## src/hdl/pet_display_macros.svh

```systemverilog
`ifndef PET_DISPLAY_MACROS_SVH
`define PET_DISPLAY_MACROS_SVH

// Page geometry.
`define PAGE_BYTES      1024
`define BYTE_INDEX_W    10
`define SPRITE_ADDR_W   15
`define SPRITE_FRAMES   30

// Frames per mood.
`define IDLE_FRAMES     6
`define SLEEP_FRAMES    4
`define EAT_FRAMES      5
`define TEACH_FRAMES    7
`define DEAD_FRAMES     8

// First frame number of each mood.
`define IDLE_BASE       0
`define SLEEP_BASE      6
`define EAT_BASE        10
`define TEACH_BASE      15
`define DEAD_BASE       22

// Meter layout.
`define BYTES_PER_ROW   8
`define METER_ROWS      5
`define HAPPY_ROW       8
`define HUNGER_ROW      18
`define SLEEP_ROW       28
`define METER_FULL      8'hEE
`define METER_HALF      8'hE0

`define FIFO_DEPTH      4
`define PAGES_PER_STEP  2

`endif

```

## src/hdl/pet_display_pkg.sv

```systemverilog
`include "pet_display_macros.svh"

package pet_display_pkg;

    typedef logic [7:0] level_t;                       // Status level.
    typedef logic [7:0] pixel_byte_t;                  // Eight vertical pixels.
    typedef logic [`BYTE_INDEX_W-1:0] byte_index_t;
    typedef logic [`SPRITE_ADDR_W-1:0] sprite_addr_t;
    typedef logic [2:0] frame_idx_t;                   // Frame within one mood.

    // One-hot mood codes, zero is idle.
    typedef enum logic [3:0] {
        MOOD_IDLE     = 4'd0,
        MOOD_SLEEPING = 4'd1,
        MOOD_EATING   = 4'd2,
        MOOD_TEACHING = 4'd4,
        MOOD_DEAD     = 4'd8
    } mood_t;

    typedef enum logic [1:0] {
        RENDER_IDLE,
        RENDER_RUN,
        RENDER_WAIT_DONE,
        RENDER_WAIT_RELEASE
    } render_state_t;

    typedef enum logic [1:0] {
        LINK_IDLE,
        LINK_REQUEST,
        LINK_RELEASE
    } link_state_t;

endpackage

```

## src/hdl/link_transmitter.sv

```systemverilog
`timescale 1ns/1ns

module link_transmitter (
    input  logic                         clk,
    input  logic                         i_reset,
    input  logic                         i_empty,
    output logic                         o_pop,
    input  pet_display_pkg::pixel_byte_t i_pop_data,
    input  logic                         i_pop_last,
    output logic                         o_link_req,
    input  logic                         i_link_ack,
    output pet_display_pkg::pixel_byte_t o_link_data,
    output logic                         o_page_done
);

    pet_display_pkg::link_state_t state;
    logic last_q;

    // A new byte only starts once the display has dropped its ack.
    assign o_pop = (state == pet_display_pkg::LINK_IDLE) && !i_empty && !i_link_ack;

    always_ff @(posedge clk) begin
        if (i_reset) begin
            state       <= pet_display_pkg::LINK_IDLE;
            o_link_req  <= 1'b0;
            o_page_done <= 1'b0;
        end else begin
            o_page_done <= 1'b0;
            case (state)
                pet_display_pkg::LINK_IDLE: begin
                    if (o_pop) begin
                        o_link_req <= 1'b1;     // Data valid with req.
                        state      <= pet_display_pkg::LINK_REQUEST;
                    end
                end
                pet_display_pkg::LINK_REQUEST: begin
                    if (i_link_ack) begin
                        o_link_req <= 1'b0;
                        state      <= pet_display_pkg::LINK_RELEASE;
                    end
                end
                default: begin
                    if (!i_link_ack) begin
                        o_page_done <= last_q;  // End of page.
                        state       <= pet_display_pkg::LINK_IDLE;
                    end
                end
            endcase
        end
    end

    always_ff @(posedge clk) begin
        if (o_pop) begin
            o_link_data <= i_pop_data;
            last_q      <= i_pop_last;
        end
    end

endmodule

```

## config.mk

```make
export PLATFORM = sky130hd
export DESIGN_NAME = link_transmitter
export DESIGN_NICKNAME = d
export VERILOG_FILES = /design/src/hdl/pet_display_pkg.sv /design/src/hdl/link_transmitter.sv
export VERILOG_INCLUDE_DIRS = /design/src /design/src/hdl
export SDC_FILE = /design/constraint.sdc
export NUM_CORES = 1
export LEC_CHECK = 0
export BUFFER_PORTS_ARGS = -buffer_cell sky130_fd_sc_hd__buf_2
export CORE_AREA = 2 2 39 41
export CTS_CLUSTER_DIAMETER = 80
export DETAILED_ROUTE_END_ITERATION = 8
export DIE_AREA = 0 0 41 43
export SLEW_MARGIN = 5
export SYNTH_ARGS = -nofsm -noshare
export SYNTH_HDL_FRONTEND = slang
export SYNTH_SLANG_ARGS = --single-unit
```

## constraint.sdc

```tcl
create_clock -name clk -period 5.1 [get_ports clk]
set_input_delay 1.275 -clock clk [delete_from_list [all_inputs] [get_ports clk]]
set_output_delay 1.275 -clock clk [all_outputs]
set_load 0.005 [all_outputs]
```

==> metrics.yaml <==
cts:
  cts_hold_repair.buffers: 0
  cts_root_buf: "clkbuf_4"
  clk_pin_slew_ns: 0.08
  clk_latency_ns: 0.27
  tritoncts_num_sinks: 13
  post_cts_repair_timing_setup_buffer_count: 0
  tritoncts: "yes"
  clockBufferDepth: 2
  cts_repair_resize_count: 0
  cts_max_level: 1
  tritoncts.num_buffers: 3
worst_hold_path:
  worstHoldEndpoint: "o_page_done$_SDFF_PP0_"
  min_delay_path_depth: 1
  hold_path_startpoint: "last_q$_DFFE_PP_"
  hold_class: "register to register"
timing:
  worst_hold_slack_ns: 0.489
  unrepaired_setup_endpoints_after_global_routing: "no"
  final_critical_path_setup_slack_ns: 1.77
  finalSetupTns_ns: 0
  hold_viol: 0
  setup-violations-final: 0
  achievable-frequency_mhz: 300
  timing_worst_slew_pin_value_ns: 0.226
  report.final.slew_viol_count: 0
  final_period_minus_worst_setup_slack_ns: 3.33
  clock_skew_ns: 0.00310
  worst_case_headroom_to_the_max_slew_limit: 0.849
  fin_crit_sh: 0.653
die:
  width_of_the_die_um: 41
  initial_core_util: 0.334
  die_h_um: 43
  fp-row-count: 14
  design.core.area_um2: 1380
  pin_count: 24
  floorplan.die_area_um2: 1760
final_layout:
  diodes: 0
  mostFrequentLayoutCells: "buf_2 (23), edfxtp_1 (9), dfxtp_1 (4)"
  nets: 68
  post_route_cells_drive_above_1_share: 0.556
  areaGrowthSynthToFinish_pct: 36.6
  most_frequent_standard_cell_in_the_layout_excluding_fill_and_tap_cells: "buf_2"
logic_synthesis:
  post_synth_inst_count: 26
  synth_area_um2: 462
  synth.yosys.warnings: 0
  register_bit_total_from_synthesis: 13
  synth.avg_cell_area_um2: 17.8
  netlist-cell-type-count: 13
  net_count_synth: 39
  synth_seq_area_share: 0.759
global_route:
  first_global_vias: 270
  grt_pass1_wl_mm: 1.06
  gr-total-overflow: 0
  antenna_violations_before_repair: 0
  grt_util_all_layers: 0.0948
  pin_count_of_the_biggest_net_entering_global_routing: 10
detailed_routing:
  drc_violation_count_after_routing: 0
  firstDrtPassIters: 1
  via_per_inst: 4.33
  wire_per_inst_um: 10.4
  wl_met2_um: 348
  detailroute.wirelength.met3_um: 83
  detailedRoute.firstIterationViolations: 0
  routed-via-count: 303
  route.antenna.remaining_nets: 0
  maxUsedRoutingLayer: "met4"
  detail_route.wirelength.met1_um: 293
  postRouteWirelength_um: 730
critical_path:
  r2r_cells: 3
  crit_path_kind: "primary input to output port"
  worstPathMaxFanout: 5
  worst-endpoint-required_ns: 3.83
  worst_setup_path_end_kind: "output port"
  critical_path.startpoint_type: "primary input"
  worst_r2r_endpoint: "o_link_data[3]$_DFFE_PP_"
  crit_arrival_ns: 2.06
  worstReg2RegStart: "state[1]$_SDFFE_PP0P_"
  regToRegSetupSlack_ns: 3.73
place:
  placement.io_buffers: 23
  globalplace.congestion: 0.560
  placement.setup.worst_slack_ns: 1.76
power_and_ir_drop:
  vdd_drop_max_mv: 0.121
  p_leak_uw: 0.000269
  power_per_cell_area_nw_per_um2: 315
flow_run:
  drv_cap: 0
run_status:
  status: "completed"
## cell type report
type	count	area, µm²
Timing Repair Buffer	24	123
Tap cell	16	20.0
Multi-Input combinational cell	12	108
Fill cell	139	753
Clock buffer	4	26.3
Inverter	1	3.75
Sequential cell	13	350
## worst max-delay path, stage by stage
cell and delay, ns:
buf_2 0.12, or3_4 0.40, nor2_1 0.13, buf_2 0.13
## layer usage
layer | vias up | global-route usage
met5 | - | 0
met4 | 0 | 0.0800
met3 | 2 | 0.0314
met2 | 16 | 0.138
met1 | 133 | 0.105
li1 | 152 | -
## how the worst max path moves through the flow
stage / from / cells after the start / endpoint / slack, ns
final: i_link_ack / 4 / o_pop / 1.77
after global routing: i_link_ack / 4 / o_pop / 1.72
after CTS: i_link_ack / 4 / o_pop / 1.76
after detailed placement: i_link_ack / 4 / o_pop / 1.76
after global placement: i_link_ack / 4 / o_pop / 1.76
after floorplan: i_link_ack / 2 / o_pop / 1.68
## metrics by stage
| stage | area (µm²) | instances | total power, µW | utilization |
|---|---|---|---|---|
| floorplan | 462 | 26 | 130 | - |
| global placement | 604 | 66 | 140 | 0.437 |
| detailed placement | 604 | 66 | 140 | 0.437 |
| CTS | 631 | 70 | 202 | 0.456 |
| global route | 631 | 70 | 207 | 0.456 |
| finish | 631 | 70 | 199 | 0.456 |
## synthesized netlist by cell type
cell,instances,share of area
and3b_1,1,0.019
and2b_1,1,0.016
dfxtp_1,4,0.17
o32ai_1,1,0.019
and3b_2,1,0.022
nand2b_1,1,0.014
a2111oi_4,1,0.060
nor2_1,2,0.016
nor2b_1,2,0.027
nor3b_1,1,0.016
edfxtp_1,9,0.59
inv_1,1,0.0081
or3_4,1,0.024
## cell families after synthesis
family / after synthesis / share of synthesized area
AO/OA/AOI/OAI: 2 / 0.0786
buffers and inverters: 1 / 0.00812
flip-flops: 13 / 0.759
AND/OR/NAND/NOR: 10 / 0.154
## state kept, by name, indices dropped and copies added, names as in the netlist
name,count
o_link_req,1
state,2
last_q,1
o_page_done,1
o_link_data,8
## power by group
| part | internal (µW) | switching [µW] |
|---|---|---|
| combinational | 9.87 | 7.93 |
| sequential | 118 | 1.82 |
| clock | 30.2 | 30.8 |
| total | 158 | 40.5 |
Note: power is estimated with default switching activity, not from simulation.
