[config.mk]
export PLATFORM = sky130hd
export DESIGN_NAME = page_renderer
export DESIGN_NICKNAME = d
export VERILOG_FILES = /design/src/hdl/pet_display_pkg.sv /design/src/hdl/status_meter.sv /design/src/hdl/page_renderer.sv
export VERILOG_INCLUDE_DIRS = /design/src /design/src/hdl
export SDC_FILE = /design/constraint.sdc
export NUM_CORES = 1
export LEC_CHECK = 0
export BUFFER_PORTS_ARGS = -buffer_cell sky130_fd_sc_hd__buf_2
export CAP_MARGIN = 25
export CORE_UTILIZATION = 57
export DETAILED_ROUTE_END_ITERATION = 10
export GPL_TIMING_DRIVEN = 0
export PLACE_DENSITY = 0.8
export RECOVER_POWER = 100
export SYNTH_ARGS = -nofsm -noshare
export SYNTH_HDL_FRONTEND = slang
export SYNTH_SLANG_ARGS = --single-unit
[constraint.sdc]
create_clock -name clk -period 4.95 [get_ports clk]
set_input_delay 1.2375 -clock clk [delete_from_list [all_inputs] [get_ports clk]]
set_output_delay 1.2375 -clock clk [all_outputs]
set_load 0.01 [all_outputs]
[src/hdl/pet_display_macros.svh]
`ifndef PET_DISPLAY_MACROS_SVH
`define PET_DISPLAY_MACROS_SVH

// Page geometry.
`define PAGE_BYTES      1024
`define BYTE_INDEX_W    10
`define SPRITE_ADDR_W   15
`define SPRITE_FRAMES   30

// Frames per mood.
`define IDLE_FRAMES     6
`define SLEEP_FRAMES    4
`define EAT_FRAMES      5
`define TEACH_FRAMES    7
`define DEAD_FRAMES     8

// First frame number of each mood.
`define IDLE_BASE       0
`define SLEEP_BASE      6
`define EAT_BASE        10
`define TEACH_BASE      15
`define DEAD_BASE       22

// Meter layout.
`define BYTES_PER_ROW   8
`define METER_ROWS      5
`define HAPPY_ROW       8
`define HUNGER_ROW      18
`define SLEEP_ROW       28
`define METER_FULL      8'hEE
`define METER_HALF      8'hE0

`define FIFO_DEPTH      4
`define PAGES_PER_STEP  2

`endif

[src/hdl/pet_display_pkg.sv]
`include "pet_display_macros.svh"

package pet_display_pkg;

    typedef logic [7:0] level_t;                       // Status level.
    typedef logic [7:0] pixel_byte_t;                  // Eight vertical pixels.
    typedef logic [`BYTE_INDEX_W-1:0] byte_index_t;
    typedef logic [`SPRITE_ADDR_W-1:0] sprite_addr_t;
    typedef logic [2:0] frame_idx_t;                   // Frame within one mood.

    // One-hot mood codes, zero is idle.
    typedef enum logic [3:0] {
        MOOD_IDLE     = 4'd0,
        MOOD_SLEEPING = 4'd1,
        MOOD_EATING   = 4'd2,
        MOOD_TEACHING = 4'd4,
        MOOD_DEAD     = 4'd8
    } mood_t;

    typedef enum logic [1:0] {
        RENDER_IDLE,
        RENDER_RUN,
        RENDER_WAIT_DONE,
        RENDER_WAIT_RELEASE
    } render_state_t;

    typedef enum logic [1:0] {
        LINK_IDLE,
        LINK_REQUEST,
        LINK_RELEASE
    } link_state_t;

endpackage

[src/hdl/status_meter.sv]
`timescale 1ns/1ns
`include "pet_display_macros.svh"

module status_meter (
    input  pet_display_pkg::byte_index_t i_index,
    input  pet_display_pkg::level_t      i_happiness,
    input  pet_display_pkg::level_t      i_hunger,
    input  pet_display_pkg::level_t      i_sleepiness,
    output logic                         o_hit,
    output pet_display_pkg::pixel_byte_t o_meter_byte
);

    localparam int COL_W = $clog2(`BYTES_PER_ROW);
    localparam int ROW_W = `BYTE_INDEX_W - COL_W;

    logic [ROW_W-1:0] row;
    logic [COL_W-1:0] col;
    logic in_happy;
    logic in_hunger;
    logic in_sleep;
    logic col_hit;
    pet_display_pkg::level_t level;
    int full_thr;
    int half_thr;

    function automatic logic in_band(input logic [ROW_W-1:0] r, input int first);
        return (int'(r) >= first) && (int'(r) < first + `METER_ROWS);
    endfunction

    assign row = ROW_W'(i_index / `BYTES_PER_ROW);
    assign col = COL_W'(i_index % `BYTES_PER_ROW);

    assign in_happy  = in_band(row, `HAPPY_ROW);
    assign in_hunger = in_band(row, `HUNGER_ROW);
    assign in_sleep  = in_band(row, `SLEEP_ROW);
    assign col_hit   = (col >= COL_W'(1)) && (col <= COL_W'(5));   // Five bar steps.
    assign o_hit     = col_hit && (in_happy || in_hunger || in_sleep);

    assign level = in_happy ? i_happiness : (in_hunger ? i_hunger : i_sleepiness);

    // Column 1 needs the most, column 5 the least.
    assign full_thr = 110 - 20 * int'(col);
    assign half_thr = 100 - 20 * int'(col);

    always_comb begin
        if (!o_hit)
            o_meter_byte = '0;
        else if (int'(level) > full_thr)
            o_meter_byte = `METER_FULL;
        else if (int'(level) > half_thr)
            o_meter_byte = `METER_HALF;
        else
            o_meter_byte = '0;
    end

endmodule

[src/hdl/page_renderer.sv]
`timescale 1ns/1ns
`include "pet_display_macros.svh"

module page_renderer (
    input  logic                          clk,
    input  logic                          i_reset,
    input  logic                          i_refresh_req,
    output logic                          o_refresh_ack,
    input  pet_display_pkg::mood_t        i_mood,
    input  pet_display_pkg::level_t       i_happiness,
    input  pet_display_pkg::level_t       i_hunger,
    input  pet_display_pkg::level_t       i_sleepiness,
    output pet_display_pkg::sprite_addr_t o_rd_addr,
    input  pet_display_pkg::pixel_byte_t  i_rd_data,
    input  logic                          i_fifo_full,
    output logic                          o_push,
    output pet_display_pkg::pixel_byte_t  o_push_data,
    output logic                          o_push_last,
    input  logic                          i_page_done
);

    localparam int FRAME_NUM_W = `SPRITE_ADDR_W - `BYTE_INDEX_W;
    localparam pet_display_pkg::byte_index_t LAST_INDEX =
        pet_display_pkg::byte_index_t'(`PAGE_BYTES - 1);

    pet_display_pkg::render_state_t state;
    pet_display_pkg::mood_t         mood_q;
    pet_display_pkg::level_t        happiness_q;
    pet_display_pkg::level_t        hunger_q;
    pet_display_pkg::level_t        sleepiness_q;
    pet_display_pkg::frame_idx_t    idle_frame;
    pet_display_pkg::frame_idx_t    sleep_frame;
    pet_display_pkg::frame_idx_t    eat_frame;
    pet_display_pkg::frame_idx_t    teach_frame;
    pet_display_pkg::frame_idx_t    dead_frame;
    pet_display_pkg::byte_index_t   walk_index;
    pet_display_pkg::byte_index_t   merge_index;
    pet_display_pkg::byte_index_t   rd_index;
    pet_display_pkg::pixel_byte_t   meter_byte;
    logic [7:0]             step_count;
    logic [FRAME_NUM_W-1:0] frame_num;
    logic walk_valid;
    logic merge_valid;
    logic advance;
    logic mood_valid;
    logic meter_hit;

    function automatic pet_display_pkg::frame_idx_t next_frame(
        input pet_display_pkg::frame_idx_t frame,
        input int                          count
    );
        if (int'(frame) == count - 1)
            return '0;
        return frame + 3'd1;
    endfunction

    // Frame number of the latched mood.
    always_comb begin
        mood_valid = 1'b1;
        case (mood_q)
            pet_display_pkg::MOOD_IDLE:
                frame_num = FRAME_NUM_W'(`IDLE_BASE) + FRAME_NUM_W'(idle_frame);
            pet_display_pkg::MOOD_SLEEPING:
                frame_num = FRAME_NUM_W'(`SLEEP_BASE) + FRAME_NUM_W'(sleep_frame);
            pet_display_pkg::MOOD_EATING:
                frame_num = FRAME_NUM_W'(`EAT_BASE) + FRAME_NUM_W'(eat_frame);
            pet_display_pkg::MOOD_TEACHING:
                frame_num = FRAME_NUM_W'(`TEACH_BASE) + FRAME_NUM_W'(teach_frame);
            pet_display_pkg::MOOD_DEAD:
                frame_num = FRAME_NUM_W'(`DEAD_BASE) + FRAME_NUM_W'(dead_frame);
            default: begin
                frame_num  = '0;
                mood_valid = 1'b0;              // Blank sprite.
            end
        endcase
    end

    // On a stall the held byte is read again so the RAM output stays put.
    assign advance     = !merge_valid || !i_fifo_full;
    assign rd_index    = advance ? walk_index : merge_index;
    assign o_rd_addr   = {frame_num, rd_index};
    assign o_push      = merge_valid && !i_fifo_full;
    assign o_push_last = (merge_index == LAST_INDEX);
    assign o_push_data = meter_hit ? meter_byte : (mood_valid ? i_rd_data : '0);

    status_meter status_meter_inst (
        .i_index      (merge_index),
        .i_happiness  (happiness_q),
        .i_hunger     (hunger_q),
        .i_sleepiness (sleepiness_q),
        .o_hit        (meter_hit),
        .o_meter_byte (meter_byte)
    );

    always_ff @(posedge clk) begin
        if (i_reset) begin
            state         <= pet_display_pkg::RENDER_IDLE;
            o_refresh_ack <= 1'b0;
            mood_q        <= pet_display_pkg::MOOD_IDLE;
            walk_index    <= '0;
            walk_valid    <= 1'b0;
            merge_valid   <= 1'b0;
            step_count    <= '0;
            idle_frame    <= '0;
            sleep_frame   <= '0;
            eat_frame     <= '0;
            teach_frame   <= '0;
            dead_frame    <= '0;
        end else begin
            if (advance) begin
                merge_valid <= walk_valid;
                if (walk_valid) begin
                    if (walk_index == LAST_INDEX)
                        walk_valid <= 1'b0;      // Whole page issued.
                    else
                        walk_index <= walk_index + 1'b1;
                end
            end
            case (state)
                pet_display_pkg::RENDER_IDLE: begin
                    if (i_refresh_req) begin
                        mood_q     <= i_mood;
                        walk_index <= '0;
                        walk_valid <= 1'b1;
                        state      <= pet_display_pkg::RENDER_RUN;
                    end
                end
                pet_display_pkg::RENDER_RUN: begin
                    if (o_push && o_push_last)
                        state <= pet_display_pkg::RENDER_WAIT_DONE;
                end
                pet_display_pkg::RENDER_WAIT_DONE: begin
                    if (i_page_done) begin
                        o_refresh_ack <= 1'b1;
                        state         <= pet_display_pkg::RENDER_WAIT_RELEASE;
                    end
                end
                default: begin
                    if (!i_refresh_req) begin
                        o_refresh_ack <= 1'b0;
                        state         <= pet_display_pkg::RENDER_IDLE;
                        if (step_count == 8'(`PAGES_PER_STEP - 1)) begin
                            step_count  <= '0;
                            idle_frame  <= next_frame(idle_frame, `IDLE_FRAMES);
                            sleep_frame <= next_frame(sleep_frame, `SLEEP_FRAMES);
                            eat_frame   <= next_frame(eat_frame, `EAT_FRAMES);
                            teach_frame <= next_frame(teach_frame, `TEACH_FRAMES);
                            dead_frame  <= next_frame(dead_frame, `DEAD_FRAMES);
                        end else begin
                            step_count <= step_count + 8'd1;
                        end
                    end
                end
            endcase
        end
    end

    always_ff @(posedge clk) begin
        if (state == pet_display_pkg::RENDER_IDLE && i_refresh_req) begin
            happiness_q  <= i_happiness;            // Held for the page.
            hunger_q     <= i_hunger;
            sleepiness_q <= i_sleepiness;
        end
        if (advance)
            merge_index <= walk_index;
    end

endmodule

==> metrics.yaml <==
core-area_um2: 6870
hold_buffers: 0
synth-seq-area-share_pct: 43.1
slew-limit-headroom_pct: 32.7
place_hpwl_um: 6890
holdPathStages: 2
drt-total-wl_um: 9010
cts_root_buf: "clkbuf_8"
power.density_nw_per_um2: 338
required_ns: 3.71
start_util_pct: 59.5
cts_max_level: 3
dieArea_um2: 7510
grt_max_degree: 29
layout_worst_path_cycle_share_pct: 94.9
wire_per_inst_um: 14.7
dr.first_iter.drc_count: 163
drt_first_pass_iters: 5
rows: 30
antenna_found_initial: 0
worstSetupPathType: "flop to output port"
syn-num-nets: 513
maxSlewViolCount: 0
rsz0062_at_grt: "false"
pin_count: 67
diodes: 0
drc_errors: 0
clk_latency_ns: 0.35
synthSimpleGateAreaFrac_pct: 18.0
synthFlopType: "dfxtp_1"
area_delta_synth_final_pct: 14.8
drv_cap: 0
gp_congestion: 0.831
finalPower_mw: 1.59
muxShareOfSynthArea_pct: 5.21
worstPathCellList: "nor3_2 -> and3_1 -> clkbuf_1 -> clkbuf_4 -> o21ai_0 -> ha_1 -> nand3_1 -> or3_1 -> o311a_1 -> a211o_1 -> nand3_1 -> clkbuf_1"
clock_path_buffers: 2
async_reset_ff_share_pct: 0
dr_total_vias: 3381
hold_class: "flop to flop"
track_usage_pct: 25.4
synth_edf_count: 24
ant_nets: 0
drive_gt1_share_pct: 14.6
cp_slowest_cell: "or3_1"
clkSinkCount: 76
fin_skew_ns: 0.00864
cts_buffers: 9
synth_compound_area_share_pct: 14.1
setup_violations: 0
die_x_um: 86.7
fin_setup_tns_ns: 0
crit_path_max_incr_delay_ns: 0.40
vdd_drop_max_mv: 0.210
die_h_um: 86.7
layout_commonest_cell: "dfxtp_1"
rr_worst_depth: 4
hold_violations: 0
path_buf_inv: 3
yosys.area_share.xor_xnor_pct: 3.21
fin_hold_ws_ns: 0.478
grt_pass1_wl_um: 14600
grt_pass1_vias: 3252
critPathTopFamily: "simple AND/OR/NAND/NOR gates"
worstMarginPinSlew_ns: 1.01
port_buffers: 65
synth_area_per_cell_um2: 9.42
ys_warn_count: 0
crit_fanout: 10
max_freq_ghz: 0.213
nets: 589
cts_setup_buffers: 0
place_inst: 595
status: "completed"
end_kind: "output port"
layout_min_cycle_time_ns: 4.70
syn_area_um2: 4090
final_cells: 611
leakage_nw: 1.89
fillers: 565
ys_ff_latch: 76
viasPerCell: 5.53
synthCells: 434
cts_tree: "yes"
path_clk_slew_ns: 0.08
gr-total-overflow: 0
crit_arrival_ns: 3.46
layout_common_cells: "dfxtp_1, nand2_1, buf_2, nor2_1, ha_1"
start_kind: "flop"
critical_path_depth: 12
synth_top_family_by_area: "simple AND/OR/NAND/NOR gates"
ys_types: 56
synth_fa_ha_area_share_pct: 12.1
synth_stat cells (2+ instances only):
master / count / share of area (%)
ha_1: 37 / 11
nand2_1: 42 / 3.9
nor3_1: 8 / 0.98
o31ai_1: 3 / 0.55
and3_1: 4 / 0.61
inv_1: 30 / 2.8
a211oi_1: 9 / 1.7
xnor2_1: 7 / 1.5
nand4_1: 9 / 1.4
clkbuf_1: 11 / 1.0
o211ai_1: 3 / 0.55
mux2i_1: 13 / 3.2
xor2_1: 8 / 1.7
nand3_1: 17 / 2.1
o21ai_0: 17 / 2.1
a21o_1: 3 / 0.55
nor2b_1: 4 / 0.61
a21oi_1: 27 / 3.3
dfxtp_1: 52 / 25
o41ai_1: 2 / 0.43
nand3b_1: 4 / 0.73
nor2_1: 39 / 3.6
edfxtp_1: 24 / 18
a211oi_2: 2 / 0.61
mux2_2: 6 / 1.7
nor3b_1: 4 / 0.73
o21ai_1: 3 / 0.37
nand2b_1: 8 / 1.2
buf_1: 2 / 0.18
o22ai_1: 4 / 0.61
a221o_1: 2 / 0.49
or3_1: 6 / 0.92
final timing paths:
kind,from,end,slack [ns]
hold reg to reg,sleep_frame[2],sleep_frame[2],0.48
hold / removal,sleep_frame[2],sleep_frame[2],0.48
setup reg to reg,state[0],happiness_q[2],2.82
setup / recovery,merge_index[8],o_push_data[7],0.25
repair_timing:
item                       in CTS  in global routing
pin swaps                       0                  1
setup endpoints to repair       4                  6
gates resized for setup         1                  7
registers in the layout, indices dropped and copies added, names as in the netlist, 2 cells and up:
| name | count |
|---|---|
| eat_frame | 3 |
| merge_index | 10 |
| walk_index | 10 |
| step_count | 8 |
| teach_frame | 3 |
| idle_frame | 3 |
| sleepiness_q | 8 |
| mood_q | 4 |
| hunger_q | 8 |
| state | 2 |
| happiness_q | 8 |
| dead_frame | 3 |
| sleep_frame | 3 |
logic make-up after synthesis:
kind of cell	after synthesis
simple gates	151
compound gates	88
xor+xnor	15
fa+ha+maj	39
mux	20
flops	76
buf+inv	45
stage by stage:
stage	worst slack [ns]	area, um2	utilization, %
floorplan	0.910	4090	-
global placement	0.431	4530	66.0
detailed placement	0.376	4530	66.0
CTS	0.127	4710	68.6
global route	0.0241	4690	68.3
finish	0.253	4690	68.3
area by class of cell:
| cell class | count | area [um2] | share of cell area (%) |
|---|---|---|---|
| clock inverter | 6 | 38.8 | 0.827 |
| tap | 96 | 120 | 2.56 |
| buffer | 15 | 67.6 | 1.44 |
| inverter | 30 | 113 | 2.40 |
| timing repair buffer | 65 | 299 | 6.38 |
| clock buffer | 10 | 138 | 2.93 |
| multi-input combinational | 313 | 2150 | 45.9 |
| sequential | 76 | 1760 | 37.6 |
routing by layer:
layer / GRT usage [%] / vias up / part of all wire, %
met5: 0 / - / 0
met1: 28.6 / 1602 / 42
met3: 6.48 / 12 / 4.0
met2: 46.5 / 68 / 53
li1: - / 1699 / -
met4: 8.64 / 0 / 1.3
report_power, final:
part / internal (mW) / total [mW] / switching [mW]
logic: 0.152 / 0.393 / 0.240
clock network: 0.194 / 0.433 / 0.239
registers: 0.725 / 0.761 / 0.0356
total: 1.07 / 1.59 / 0.515
worst register-to-register path, stage by stage, from the launching register on:
cell	delay, ns
dfxtp_1	0.34
inv_1	0.11
ha_1	0.27
nand2_1	0.23
inv_1	0.80
Note: power is estimated with default switching activity, not from simulation.
