**config.mk**
```make
export PLATFORM = sky130hd
export DESIGN_NAME = byte_fifo
export DESIGN_NICKNAME = d
export VERILOG_FILES = /design/src/hdl/pet_display_pkg.sv /design/src/hdl/byte_fifo.sv
export VERILOG_INCLUDE_DIRS = /design/src /design/src/hdl
export SDC_FILE = /design/constraint.sdc
export NUM_CORES = 1
export LEC_CHECK = 0
export BUFFER_PORTS_ARGS = -buffer_cell sky130_fd_sc_hd__buf_4
export CELL_PAD_IN_SITES_DETAIL_PLACEMENT = 0
export CELL_PAD_IN_SITES_GLOBAL_PLACEMENT = 1
export CORE_ASPECT_RATIO = 1.1
export CORE_UTILIZATION = 40
export DETAILED_ROUTE_END_ITERATION = 10
export HOLD_SLACK_MARGIN = 0.1
export PLACE_DENSITY_LB_ADDON = 0.3
export SETUP_SLACK_MARGIN = 0.02
export SLEW_MARGIN = 10
export SYNTH_ARGS = -nofsm -noshare
export SYNTH_HDL_FRONTEND = slang
export SYNTH_SLANG_ARGS = --single-unit
```
**constraint.sdc**
```tcl
create_clock -name clk -period 2.45 [get_ports clk]
set_clock_uncertainty 0.05 [all_clocks]
set_input_delay 0.3675 -clock clk [delete_from_list [all_inputs] [get_ports clk]]
set_output_delay 0.3675 -clock clk [all_outputs]
set_load 0.1 [all_outputs]
```
**src/hdl/pet_display_macros.svh**
```systemverilog
`ifndef PET_DISPLAY_MACROS_SVH
`define PET_DISPLAY_MACROS_SVH

// Page geometry.
`define PAGE_BYTES      1024
`define BYTE_INDEX_W    10
`define SPRITE_ADDR_W   15
`define SPRITE_FRAMES   30

// Frames per mood.
`define IDLE_FRAMES     6
`define SLEEP_FRAMES    4
`define EAT_FRAMES      5
`define TEACH_FRAMES    7
`define DEAD_FRAMES     8

// First frame number of each mood.
`define IDLE_BASE       0
`define SLEEP_BASE      6
`define EAT_BASE        10
`define TEACH_BASE      15
`define DEAD_BASE       22

// Meter layout.
`define BYTES_PER_ROW   8
`define METER_ROWS      5
`define HAPPY_ROW       8
`define HUNGER_ROW      18
`define SLEEP_ROW       28
`define METER_FULL      8'hEE
`define METER_HALF      8'hE0

`define FIFO_DEPTH      4
`define PAGES_PER_STEP  2

`endif

```
**src/hdl/pet_display_pkg.sv**
```systemverilog
`include "pet_display_macros.svh"

package pet_display_pkg;

    typedef logic [7:0] level_t;                       // Status level.
    typedef logic [7:0] pixel_byte_t;                  // Eight vertical pixels.
    typedef logic [`BYTE_INDEX_W-1:0] byte_index_t;
    typedef logic [`SPRITE_ADDR_W-1:0] sprite_addr_t;
    typedef logic [2:0] frame_idx_t;                   // Frame within one mood.

    // One-hot mood codes, zero is idle.
    typedef enum logic [3:0] {
        MOOD_IDLE     = 4'd0,
        MOOD_SLEEPING = 4'd1,
        MOOD_EATING   = 4'd2,
        MOOD_TEACHING = 4'd4,
        MOOD_DEAD     = 4'd8
    } mood_t;

    typedef enum logic [1:0] {
        RENDER_IDLE,
        RENDER_RUN,
        RENDER_WAIT_DONE,
        RENDER_WAIT_RELEASE
    } render_state_t;

    typedef enum logic [1:0] {
        LINK_IDLE,
        LINK_REQUEST,
        LINK_RELEASE
    } link_state_t;

endpackage

```
**src/hdl/byte_fifo.sv**
```systemverilog
`timescale 1ns/1ns
`include "pet_display_macros.svh"

module byte_fifo #(
    parameter int DEPTH = `FIFO_DEPTH
) (
    input  logic                         clk,
    input  logic                         i_reset,
    input  logic                         i_push,
    input  pet_display_pkg::pixel_byte_t i_push_data,
    input  logic                         i_push_last,
    output logic                         o_full,
    input  logic                         i_pop,
    output pet_display_pkg::pixel_byte_t o_pop_data,
    output logic                         o_pop_last,
    output logic                         o_empty
);

    localparam int PTR_W = (DEPTH > 1) ? $clog2(DEPTH) : 1;
    localparam int CNT_W = $clog2(DEPTH + 1);

    pet_display_pkg::pixel_byte_t data_mem [DEPTH];
    logic                         last_mem [DEPTH];
    logic [PTR_W-1:0] wr_ptr;
    logic [PTR_W-1:0] rd_ptr;
    logic [CNT_W-1:0] count;
    logic do_push;
    logic do_pop;

    function automatic logic [PTR_W-1:0] next_ptr(input logic [PTR_W-1:0] ptr);
        if (int'(ptr) == DEPTH - 1)
            return '0;
        return ptr + PTR_W'(1);
    endfunction

    assign o_full     = (count == CNT_W'(DEPTH));
    assign o_empty    = (count == '0);
    assign do_push    = i_push && !o_full;      // Ignored when full.
    assign do_pop     = i_pop && !o_empty;
    assign o_pop_data = data_mem[rd_ptr];
    assign o_pop_last = last_mem[rd_ptr];

    always_ff @(posedge clk) begin
        if (i_reset) begin
            wr_ptr <= '0;
            rd_ptr <= '0;
            count  <= '0;
        end else begin
            if (do_push)
                wr_ptr <= next_ptr(wr_ptr);
            if (do_pop)
                rd_ptr <= next_ptr(rd_ptr);
            case ({do_push, do_pop})
                2'b10:   count <= count + CNT_W'(1);
                2'b01:   count <= count - CNT_W'(1);
                default: count <= count;
            endcase
        end
    end

    always_ff @(posedge clk) begin
        if (do_push) begin
            data_mem[wr_ptr] <= i_push_data;
            last_mem[wr_ptr] <= i_push_last;
        end
    end

endmodule

```
==> results of run 1 <==
-- logic make-up after synthesis --
kind of cell,Yosys count,share of synthesized area
AOI/OAI and AO/OA,8,0.0293
adders and majority gates,7,0.0531
xor gates and xnor gates,2,0.00979
buffers and inverters,12,0.0300
DFF,45,0.704
muxes,10,0.119
and+or+nand+nor,17,0.0545
-- worst min path at each step --
stage | from | end | slack (ns) | cells past startpoint
global placement | rd_ptr[0]$_SDFFE_PP0P_ | rd_ptr[0]$_SDFFE_PP0P_ | 0.42 | 2
detailed placement | rd_ptr[0]$_SDFFE_PP0P_ | register | 0.46 | 2
global route | i_push_data[3] | data_mem[3][3]$_DFFE_PP_ | 0.22 | 1
floorplan | rd_ptr[0]$_SDFFE_PP0P_ | register | 0.41 | 2
finish | i_push_data[5] | data_mem[1][5]$_DFFE_PP_ | 0.22 | 1
CTS | i_push_data[5] | data_mem[0][5]$_DFFE_PP_ | 0.22 | 1
-- flip-flops by register name, indices dropped and copies added (netlist names), named ones only --
register / flops
count: 3
data_mem: 32
last_mem: 4
rd_ptr: 2
wr_ptr: 2
-- layer usage --
layer / GRT usage / vias to the layer above / share of wire
li1: - / 446 / -
met1: 0.171 / 447 / 0.40
met2: 0.227 / 21 / 0.53
met3: 0.0377 / 5 / 0.048
met4: 0.0652 / 0 / 0.020
met5: 0 / - / 0
-- cell usage in the layout (no fill, tap or decap), types with 2 or more instances in the layout --
cell type,synthesis,final
and3_1,2,2
edfxtp_1,36,36
xor2_1,2,2
clkinv_2,0,2
dfxtp_1,9,8
nor2_1,4,4
inv_1,8,8
buf_4,0,30
mux4_2,9,9
and3_2,2,2
a21oi_1,4,3
ha_1,6,5
nand3_1,2,2
clkbuf_8,0,5
-- timing repair --
action | 4_1_cts | 5_1_grt
pin swaps | 0 | 1
cloned | 0 | 0
gates resized for setup | 1 | 5
buffers inserted | 0 | 2
endpoints found under the setup margin | 1 | 1
-- area by class of cell --
| class | count | area [um2] |
|---|---|---|
| Sequential cell | 45 | 1260 |
| Multi-Input combinational cell | 44 | 492 |
| Tap cell | 54 | 67.6 |
| Inverter | 8 | 30.0 |
| Timing Repair Buffer | 30 | 225 |
| Clock buffer | 6 | 72.6 |
| Clock inverter | 2 | 10.0 |
| Fill cell | 368 | 2120 |
-- stage by stage --
step,hold slack [ns],cells
detailed placement,0.461,179
finish,0.222,189
CTS,0.217,187
floorplan,0.413,101
global route,0.215,189
global placement,0.422,179
-- power by group through the flow --
stage	Combinational, mW	Clock (mW)	Sequential (mW)
CTS	1.16	0.441	0.977
global placement	1.14	0	0.986
finish	1.17	0.423	0.977
detailed placement	1.15	0	0.993
floorplan	0.918	0	0.981
global route	1.25	0.464	0.986
-- worst reg2reg max path: stages, from the launching register on --
cell and delay, ns:
dfxtp_4 0.35, or3b_4 0.40, and2_4 0.17, inv_1 0.05
ha_2 0.16, inv_1 0.05, fa_2 0.33, xor2_1 0.16
or3_2 0.43, a21oi_2 0.14
==> run_results.csv, run 1 <==
group,metric,value,unit
outcome,status,"finished clean",
setup_path,cp-start-kind,"register",
setup_path,r2r_slack,0.12,ns
synthesis,synth_seq_area_share,0.704,
timing,fin_ws,0.118,ns
setup_path,r2r-start,"count[1]$_SDFFE_PP0P_",
drt,avgRoutedWirePerCell,14.8,um
global_route,antenna_found_initial,0,
timing,fin_crit,2.33,ns
pwr,seqPwrFrac,0.380,
die,ios,24,
placed_design,numPortBuffers,23,
setup_path,cp.arrival,2.51,ns
setup_path,critPathRequiredTime,2.63,ns
timing,fin_crit_sh,0.952,
clock_tree,root_buffer,"clkbuf_8",
die,core_area,4290,um2
timing,timing.final.setup_violations,0,
synthesis,syn_nets,121,
synthesis,avgSynthCellArea,17.7,um2
pwr,switchingPower,1.09,mW
timing,finalMaxSlewViolations,0,
drt,dr.pass1.iters,4,
placed_design,finalWeightedCongestion,0.729,
pwr,power.density,1190,nW/um2
pwr,ir_drop,459,uV
die,dieArea,4750,um2
cells_and_area,final_cell_area,2160,um2
synthesis,ys_async_sr_fraction,0,
cells_and_area,drive_gt1_frac,0.422,
synthesis,ys_top_cells_by_count,"36 x edfxtp_1, 9 x dfxtp_1, 9 x mux4_2",
setup_path,crit_end,"count[2]$_SDFFE_PP0P_",
setup_path,worst-setup-path-type,"reg -> reg",
setup_path,crit_path_top_delay_cell,"or3_2",
pwr,power_frac_clock,0.164,
synthesis,yosysTopAreaCell,"edfxtp_1",
setup_path,critPathMaxStageDelay,0.42,ns
drt,vias_per_cell,4.86,
setup_path,end_kind,"register",
global_route,grt_pass1_wl,4.61,mm
setup_path,path_buf_inv,2,
synthesis,synth_area,1790,um2
global_route,overflow,0,
synthesis,yosysWarningCount,0,
placed_design,place_ws,0.0330,ns
clock_tree,insertion_delay,0.29,ns
drt,vias,919,
synthesis,synth_cells,101,
synthesis,synth-seq-cells,45,
flow_run,max_cap_viol_count,0,
synthesis,synthTopCellsByArea,"edfxtp_1 60%, mux4_2 11%, dfxtp_1 10%",
setup_path,worstPathMaxFanout,3,
clock_tree,numCtsBuffers,5,
clock_tree,holdBufCountCts,0,
die,num_rows,25,
placed_design,place_area,2050,um2
synthesis,yosysMostFrequentCell,"edfxtp_1",
pwr,power,2.57,mW
pwr,p_int,1.48,mW
cells_and_area,syn_to_final_growth,20.8,%
timing,finalSetupTns,0,ns
drt,wl,2.80,mm
placed_design,dp_hpwl,1.93,mm
min_path,hold_class,"in -> reg",
global_route,grt_max_degree,14,
pwr,p_comb_frac,0.456,
timing,fmax,429,MHz
global_route,grt_usage,0.139,
cells_and_area,insertedDiodeCount,0,
pwr,leakagePower,0.809,nW
setup_path,crit_chain,"or3b_4 -> and2_4 -> inv_1 -> ha_2 -> inv_1 -> fa_2 -> xor2_1 -> or3_2 -> a21oi_2",
synthesis,ys.flop_type,"edfxtp_1",
synthesis,synth_edf_count,36,
cells_and_area,final_core_util,0.505,
clock_tree,clockBufferDepth,2,
timing,hold_violations,0,
clock_tree,cts_max_level,2,
die,die_w,65.8,um
clock_tree,cts.clk_slew.worst_paths,0.08,ns
drt,ant_nets,0,
die,die_h,72.2,um
setup_path,startpoint,"count[1]$_SDFFE_PP0P_",
setup_path,rr_worst_depth,9,
cells_and_area,fin_nets,154,
drt,drtIter0Drc,13,
setup_path,cpMostUsedCell,"inv_1",
clock_tree,clkSinkCount,45,
synthesis,synth_cell_types,27,
global_route,grt_pass1_vias,964,
setup_path,path_delay_family,"simple AND/OR/NAND/NOR gates",
timing,worstMarginPinSlew,0.480,ns
timing,rsz0062_at_grt,"false",
drt,drc,0,
clock_tree,cts_tree,"built",
setup_path,timing.rr.end,"count[2]$_SDFFE_PP0P_",
timing,slew_headroom,0.680,
pwr,switching_share,0.424,
setup_path,path_depth,9,
die,floorplan.initialDensity,0.418,
synthesis,yosysTopAreaCellShare,0.604,
No activity file was read; power rests on OpenSTA's default activity.
==> inputs of run 2 (changes only) <==
--- a/config.mk
+++ b/config.mk
@@ -10,8 +10,10 @@
 export CELL_PAD_IN_SITES_DETAIL_PLACEMENT = 0
 export CELL_PAD_IN_SITES_GLOBAL_PLACEMENT = 1
 export CORE_ASPECT_RATIO = 1.1
+export CORE_MARGIN = 2
 export CORE_UTILIZATION = 40
 export DETAILED_ROUTE_END_ITERATION = 10
+export GPL_TIMING_DRIVEN = 0
 export HOLD_SLACK_MARGIN = 0.1
 export PLACE_DENSITY_LB_ADDON = 0.3
 export SETUP_SLACK_MARGIN = 0.02
==> run 2 against run 1 <==
  * First-iteration DRC count grew to 4.2 times the previous value
  * Total power is 5.2% higher
  * Global-route usage is 0.25 points lower
==> run_results.csv, run 2 (same netlist as run 1, synthesis figures left out) <==
group,metric,value,unit
setup_path,cpMostUsedCell,"inv_1",
cells_and_area,reg_top3,"data_mem: 32 flops, last_mem: 4 flops, count: 3 flops",
timing,rsz0062_at_grt,"false",
placed_design,finalWeightedCongestion,0.729,
cells_and_area,insertedDiodeCount,0,
setup_path,critPathMaxStageDelay,0.36,ns
flow_run,max_cap_viol_count,0,
drt,vias_per_cell,4.96,
cells_and_area,final_cell_mix,"36 x edfxtp_1, 28 x buf_4, 9 x mux4_2, 8 x inv_1, 6 x dfxtp_1",
timing,worstMarginPinSlew,0.560,ns
clock_tree,numCtsBuffers,5,
die,num_rows,25,
placed_design,place_area,2030,um2
drt,dr_wl_met3,125,um
pwr,power.density,1230,nW/um2
cells_and_area,final_common_cell,"edfxtp_1",
die,dieArea,5030,um2
die,die_w,67.8,um
die,ios,24,
die,core_area,4320,um2
global_route,grt_pass1_wl,4.71,mm
drt,wl,2.96,mm
global_route,grt_max_degree,15,
timing,hold_violations,0,
timing,finalMaxSlewViolations,0,
global_route,grt_pass1_vias,977,
drt,highest_layer,"met4",
min_path,hold_class,"in -> reg",
cells_and_area,nFillCells,373,
setup_path,cp.arrival,2.48,ns
pwr,ir_drop,458,uV
placed_design,place_ws,-0.0823,ns
timing,fmax,434,MHz
clock_tree,clkSinkCount,45,
clock_tree,root_buffer,"clkbuf_8",
global_route,overflow,0,
drt,drtIter0Drc,54,
placed_design,place_inst,177,
cells_and_area,multi_input_area,498,um2
setup_path,cp-start-kind,"register",
die,floorplan.initialDensity,0.415,
setup_path,path_buf_inv,3,
timing,fin_crit,2.30,ns
die,die_h,74.2,um
clock_tree,holdBufCountCts,0,
cells_and_area,regMostFlops,"data_mem",
clock_tree,cts.clk_slew.worst_paths,0.08,ns
clock_tree,cts_max_level,2,
cells_and_area,final_cell_area,2200,um2
global_route,antenna_found_initial,0,
clock_tree,clockBufferDepth,2,
setup_path,crit_chain,"or3b_1 -> buf_6 -> and2_4 -> inv_1 -> ha_2 -> inv_1 -> fa_2 -> xor2_1 -> or3_4 -> a21oi_2",
cells_and_area,seq_area,1270,um2
timing,fin_crit_sh,0.941,
drt,avgRoutedWirePerCell,15.5,um
setup_path,worstPathMaxFanout,3,
drt,drt-met1-wl,1.24,mm
pwr,leakagePower,0.823,nW
drt,dr.pass1.iters,4,
cells_and_area,largest_reg_flops,32,
setup_path,path_delay_family,"simple AND/OR/NAND/NOR gates",
clock_tree,cts_tree,"built",
cells_and_area,drive_gt1_frac,0.431,
drt,vias,947,
setup_path,crit_path_top_delay_cell,"or3b_1",
setup_path,end_kind,"register",
setup_path,critPathRequiredTime,2.62,ns
timing,fin_ws,0.145,ns
cells_and_area,fin_nets,156,
drt,ant_nets,0,
global_route,grt_usage,0.137,
setup_path,worst-setup-path-type,"reg -> reg",
drt,drc,0,
cells_and_area,fin_cells,191,
timing,timing.final.setup_violations,0,
timing,slew_headroom,0.627,
cells_and_area,syn_to_final_growth,23.1,%
placed_design,numPortBuffers,22,
outcome,status,"finished clean",
placed_design,dp_hpwl,2.04,mm
drt,wl_met2,1.53,mm
clock_tree,insertion_delay,0.29,ns
-- run 2: worst reg2reg max path, delay by kind of cell (launching register included) --
family / cells / cell delay, ns
simple gates: 3 / 0.84
fa+ha+maj: 2 / 0.50
flops: 1 / 0.35
buf+inv: 3 / 0.23
xor+xnor: 1 / 0.16
compound gates: 1 / 0.11
-- run 2: layout make-up --
type | count | area share
buffer | 4 | 0.0108
clock buffer | 6 | 0.0329
clock inverter | 2 | 0.0159
inverter | 8 | 0.0136
multi-input combinational | 44 | 0.226
sequential | 45 | 0.575
tap | 54 | 0.0306
timing repair buffer | 28 | 0.0953
-- run 2: where the power goes --
group / internal, mW / switching (mW) / leakage (nW) / total (mW)
registers: 0.933 / 0.0362 / 0.406 / 0.969
clock network: 0.303 / 0.238 / 0.0552 / 0.541
logic: 0.355 / 0.842 / 0.362 / 1.20
-- run 2: repair_timing --
item / CTS / global route
pin swaps: 1 / 1
buffers inserted: 4 / 2
resized for setup: 6 / 3
endpoints found under the hold margin: 0 / 0
endpoints found under the setup margin: 1 / 1
-- run 2: path summary, 6_finish.rpt --
kind | slack, ns | cells past startpoint | start | endpoint
worst min register to register | 0.48 | 2 | rd_ptr[0]$_SDFFE_PP0P_ | register
worst max-delay path | 0.15 | 10 | count[0]$_SDFFE_PP0P_ | count[2]$_SDFFE_PP0P_
worst min-delay path | 0.22 | 1 | i_push_data[7] | data_mem[2][7]$_DFFE_PP_
worst max register to register | 0.15 | 10 | count[0]$_SDFFE_PP0P_ | count[2]$_SDFFE_PP0P_
-- run 2: layer usage --
| layer | up-vias | GRT usage |
|---|---|---|
| met4 | 0 | 0.0667 |
| li1 | 451 | - |
| met3 | 9 | 0.0454 |
| met2 | 24 | 0.224 |
| met5 | - | 0 |
| met1 | 463 | 0.162 |
-- run 2: metrics by stage --
step                      setup TNS, ns  utilization  hold slack, ns  total power, mW
final                                 0        0.511           0.218             2.71
after floorplan                       0            -           0.413             1.90
after CTS                             0        0.504           0.208             2.70
after detailed placement        -0.0823        0.470           0.465             2.12
after global routing                  0        0.511           0.205             2.83
after global placement          -0.0596        0.470           0.424             2.10
==> inputs of run 3 (changes only) <==
--- a/config.mk
+++ b/config.mk
@@ -7,11 +7,11 @@
 export NUM_CORES = 1
 export LEC_CHECK = 0
 export BUFFER_PORTS_ARGS = -buffer_cell sky130_fd_sc_hd__buf_4
-export CELL_PAD_IN_SITES_DETAIL_PLACEMENT = 0
-export CELL_PAD_IN_SITES_GLOBAL_PLACEMENT = 1
+export CELL_PAD_IN_SITES_DETAIL_PLACEMENT = 2
+export CELL_PAD_IN_SITES_GLOBAL_PLACEMENT = 2
 export CORE_ASPECT_RATIO = 1.1
 export CORE_MARGIN = 2
-export CORE_UTILIZATION = 40
+export CORE_UTILIZATION = 37
 export DETAILED_ROUTE_END_ITERATION = 10
 export GPL_TIMING_DRIVEN = 0
 export HOLD_SLACK_MARGIN = 0.1
==> run 3 against run 2 <==
  * Clock-buffer cell count did not move
  * Register-to-register slack got worse by 0.07 ns
  * Sequential power rose by 0.9%
  * Utilization fell by 3.1 points
  * Critical path depth fell by 1
  * Maximum frequency fell by 3.1%
  * Global-route usage rose by 2.9 points
  * Critical endpoint unchanged
==> run_results.csv, run 3 (same netlist as run 1, synthesis figures left out) <==
group,metric,value,unit
drt,vias,992,
outcome,status,"finished clean",
clock_tree,numCtsBuffers,5,
cells_and_area,drive_gt1_frac,0.463,
min_path,hold_class,"in -> reg",
setup_path,cp-start-kind,"register",
placed_design,place_area,2030,um2
pwr,power.density,1270,nW/um2
timing,finalSetupTns,0,ns
cells_and_area,reg_top3,"data_mem: 32 flops, last_mem: 4 flops, count: 3 flops",
clock_tree,insertion_delay,0.30,ns
clock_tree,clkSinkCount,45,
setup_path,crit_chain,"or3b_4 -> and2_4 -> inv_4 -> ha_4 -> inv_2 -> fa_2 -> xor2_2 -> or3_4 -> a21oi_2",
drt,drc,0,
timing,worstMarginPinSlew,0.614,ns
placed_design,place_ws,-0.275,ns
setup_path,cp.arrival,2.56,ns
setup_path,critPathRequiredTime,2.63,ns
drt,ant_nets,0,
drt,avgRoutedWirePerCell,21.3,um
timing,timing.final.setup_violations,0,
cells_and_area,fin_nets,155,
setup_path,worst-setup-path-type,"reg -> reg",
pwr,power_frac_clock,0.208,
cells_and_area,largest_reg_flops,32,
drt,vias_per_cell,5.17,
setup_path,crit_path_top_delay_cell,"or3b_4",
cells_and_area,insertedDiodeCount,0,
die,dieArea,5410,um2
pwr,p_int,1.64,mW
pwr,ir_drop,517,uV
global_route,overflow,0,
cells_and_area,final_core_util,0.480,
placed_design,finalWeightedCongestion,0.726,
die,num_rows,26,
clock_tree,cts_max_level,2,
timing,finalMaxSlewViolations,0,
timing,fin_ws,0.0727,ns
cells_and_area,fin_cells,192,
cells_and_area,final_cell_mix,"36 x edfxtp_1, 28 x buf_4, 9 x mux4_2",
flow_run,max_cap_viol_count,0,
die,core_area,4650,um2
die,ios,24,
timing,fin_crit_sh,0.970,
placed_design,numPortBuffers,22,
timing,slew_headroom,0.590,
cells_and_area,syn_to_final_growth,24.7,%
cells_and_area,final_common_cell,"edfxtp_1",
timing,hold_violations,0,
clock_tree,clockBufferDepth,2,
clock_tree,cts_tree,"built",
die,die_h,77.0,um
drt,drtIter0Drc,74,
global_route,grt_usage,0.166,
setup_path,critPathMaxStageDelay,0.38,ns
clock_tree,cts.clk_slew.worst_paths,0.09,ns
timing,fin_crit,2.38,ns
setup_path,end_kind,"register",
timing,holdWs,0.219,ns
cells_and_area,seq_area,1270,um2
pwr,switchingPower,1.19,mW
clock_tree,root_buffer,"clkbuf_8",
setup_path,worstPathMaxFanout,2,
cells_and_area,multi_input_area,518,um2
setup_path,path_buf_inv,2,
pwr,p_comb_frac,0.447,
pwr,leakagePower,0.822,nW
global_route,grt_pass1_wl,6.55,mm
clock_tree,holdBufCountCts,0,
global_route,antenna_found_initial,0,
die,floorplan.initialDensity,0.385,
drt,dr.pass1.iters,4,
pwr,seqPwrFrac,0.345,
die,die_w,70.3,um
drt,wl,4.09,mm
pwr,power,2.83,mW
global_route,grt_pass1_vias,1180,
placed_design,place_inst,179,
placed_design,dp_hpwl,2.78,mm
cells_and_area,nFillCells,449,
global_route,grt_max_degree,15,
timing,fmax,421,MHz
cells_and_area,regMostFlops,"data_mem",
cells_and_area,final_cell_area,2230,um2
setup_path,path_delay_family,"simple AND/OR/NAND/NOR gates",
timing,rsz0062_at_grt,"false",
pwr,switching_share,0.420,
## run 3: cell types whose count changed in the layout (fill, tap and decap cells not counted), sizes merged
cell,delta
clkinvlp,+1
clkinv,-1
buf,-1
## run 3: worst reg2reg max path: cells and delay by family, from the launching register on
family	cells	cell delay (ns)
AO/OA/AOI/OAI	1	0.15
XOR/XNOR	1	0.21
adder cells (fa/ha/maj)	2	0.51
buffers and inverters	2	0.09
flip-flops	1	0.36
AND/OR/NAND/NOR	3	0.94
## run 3: final cells by class
| type | count | share of cell area |
|---|---|---|
| Sequential cell | 45 | 0.569 |
| Multi-Input combinational cell | 44 | 0.232 |
| Timing Repair Buffer | 28 | 0.0941 |
| Clock buffer | 6 | 0.0370 |
| Tap cell | 56 | 0.0314 |
| Clock inverter | 2 | 0.0168 |
| Inverter | 8 | 0.0146 |
| Buffer | 3 | 0.00560 |
## run 3: path summary, 6_finish.rpt
check | from | to | slack (ns) | depth (start not counted)
worst max-delay path | count[2]$_SDFFE_PP0P_ | count[2]$_SDFFE_PP0P_ | 0.07 | 9
worst min-delay path | i_push_data[1] | data_mem[3][1]$_DFFE_PP_ | 0.22 | 1
worst max register to register | count[2]$_SDFFE_PP0P_ | count[2]$_SDFFE_PP0P_ | 0.07 | 9
worst min register to register | rd_ptr[0]$_SDFFE_PP0P_ | rd_ptr[0]$_SDFFE_PP0P_ | 0.48 | 2
## run 3: repair_timing
item / 4_1_cts / 5_1_grt
gates resized for setup: 9 / 7
endpoints found under the hold margin: 0 / 0
setup buffers: 5 / 1
gates cloned: 0 / 0
setup endpoints to repair: 1 / 2
pin swaps: 1 / 5
## run 3: power groups by stage
| stage | Combinational [mW] | Sequential, mW | Clock, mW |
|---|---|---|---|
| finish | 1.27 | 0.978 | 0.590 |
| global route | 1.34 | 0.987 | 0.629 |
| CTS | 1.25 | 0.974 | 0.600 |
| detailed placement | 1.16 | 1.00 | 0 |
| global placement | 1.11 | 0.989 | 0 |
| floorplan | 0.918 | 0.981 | 0 |
## run 3: per-layer routing
metal / part of all wire / wire [um] / global-route usage / up-vias
met2: 0.55 / 2260 / 0.292 / 21
met5: 0 / 0 / 0 / -
met3: 0.034 / 140 / 0.0407 / 7
met1: 0.39 / 1590 / 0.193 / 514
li1: - / - / - / 450
met4: 0.022 / 90 / 0.0673 / 0
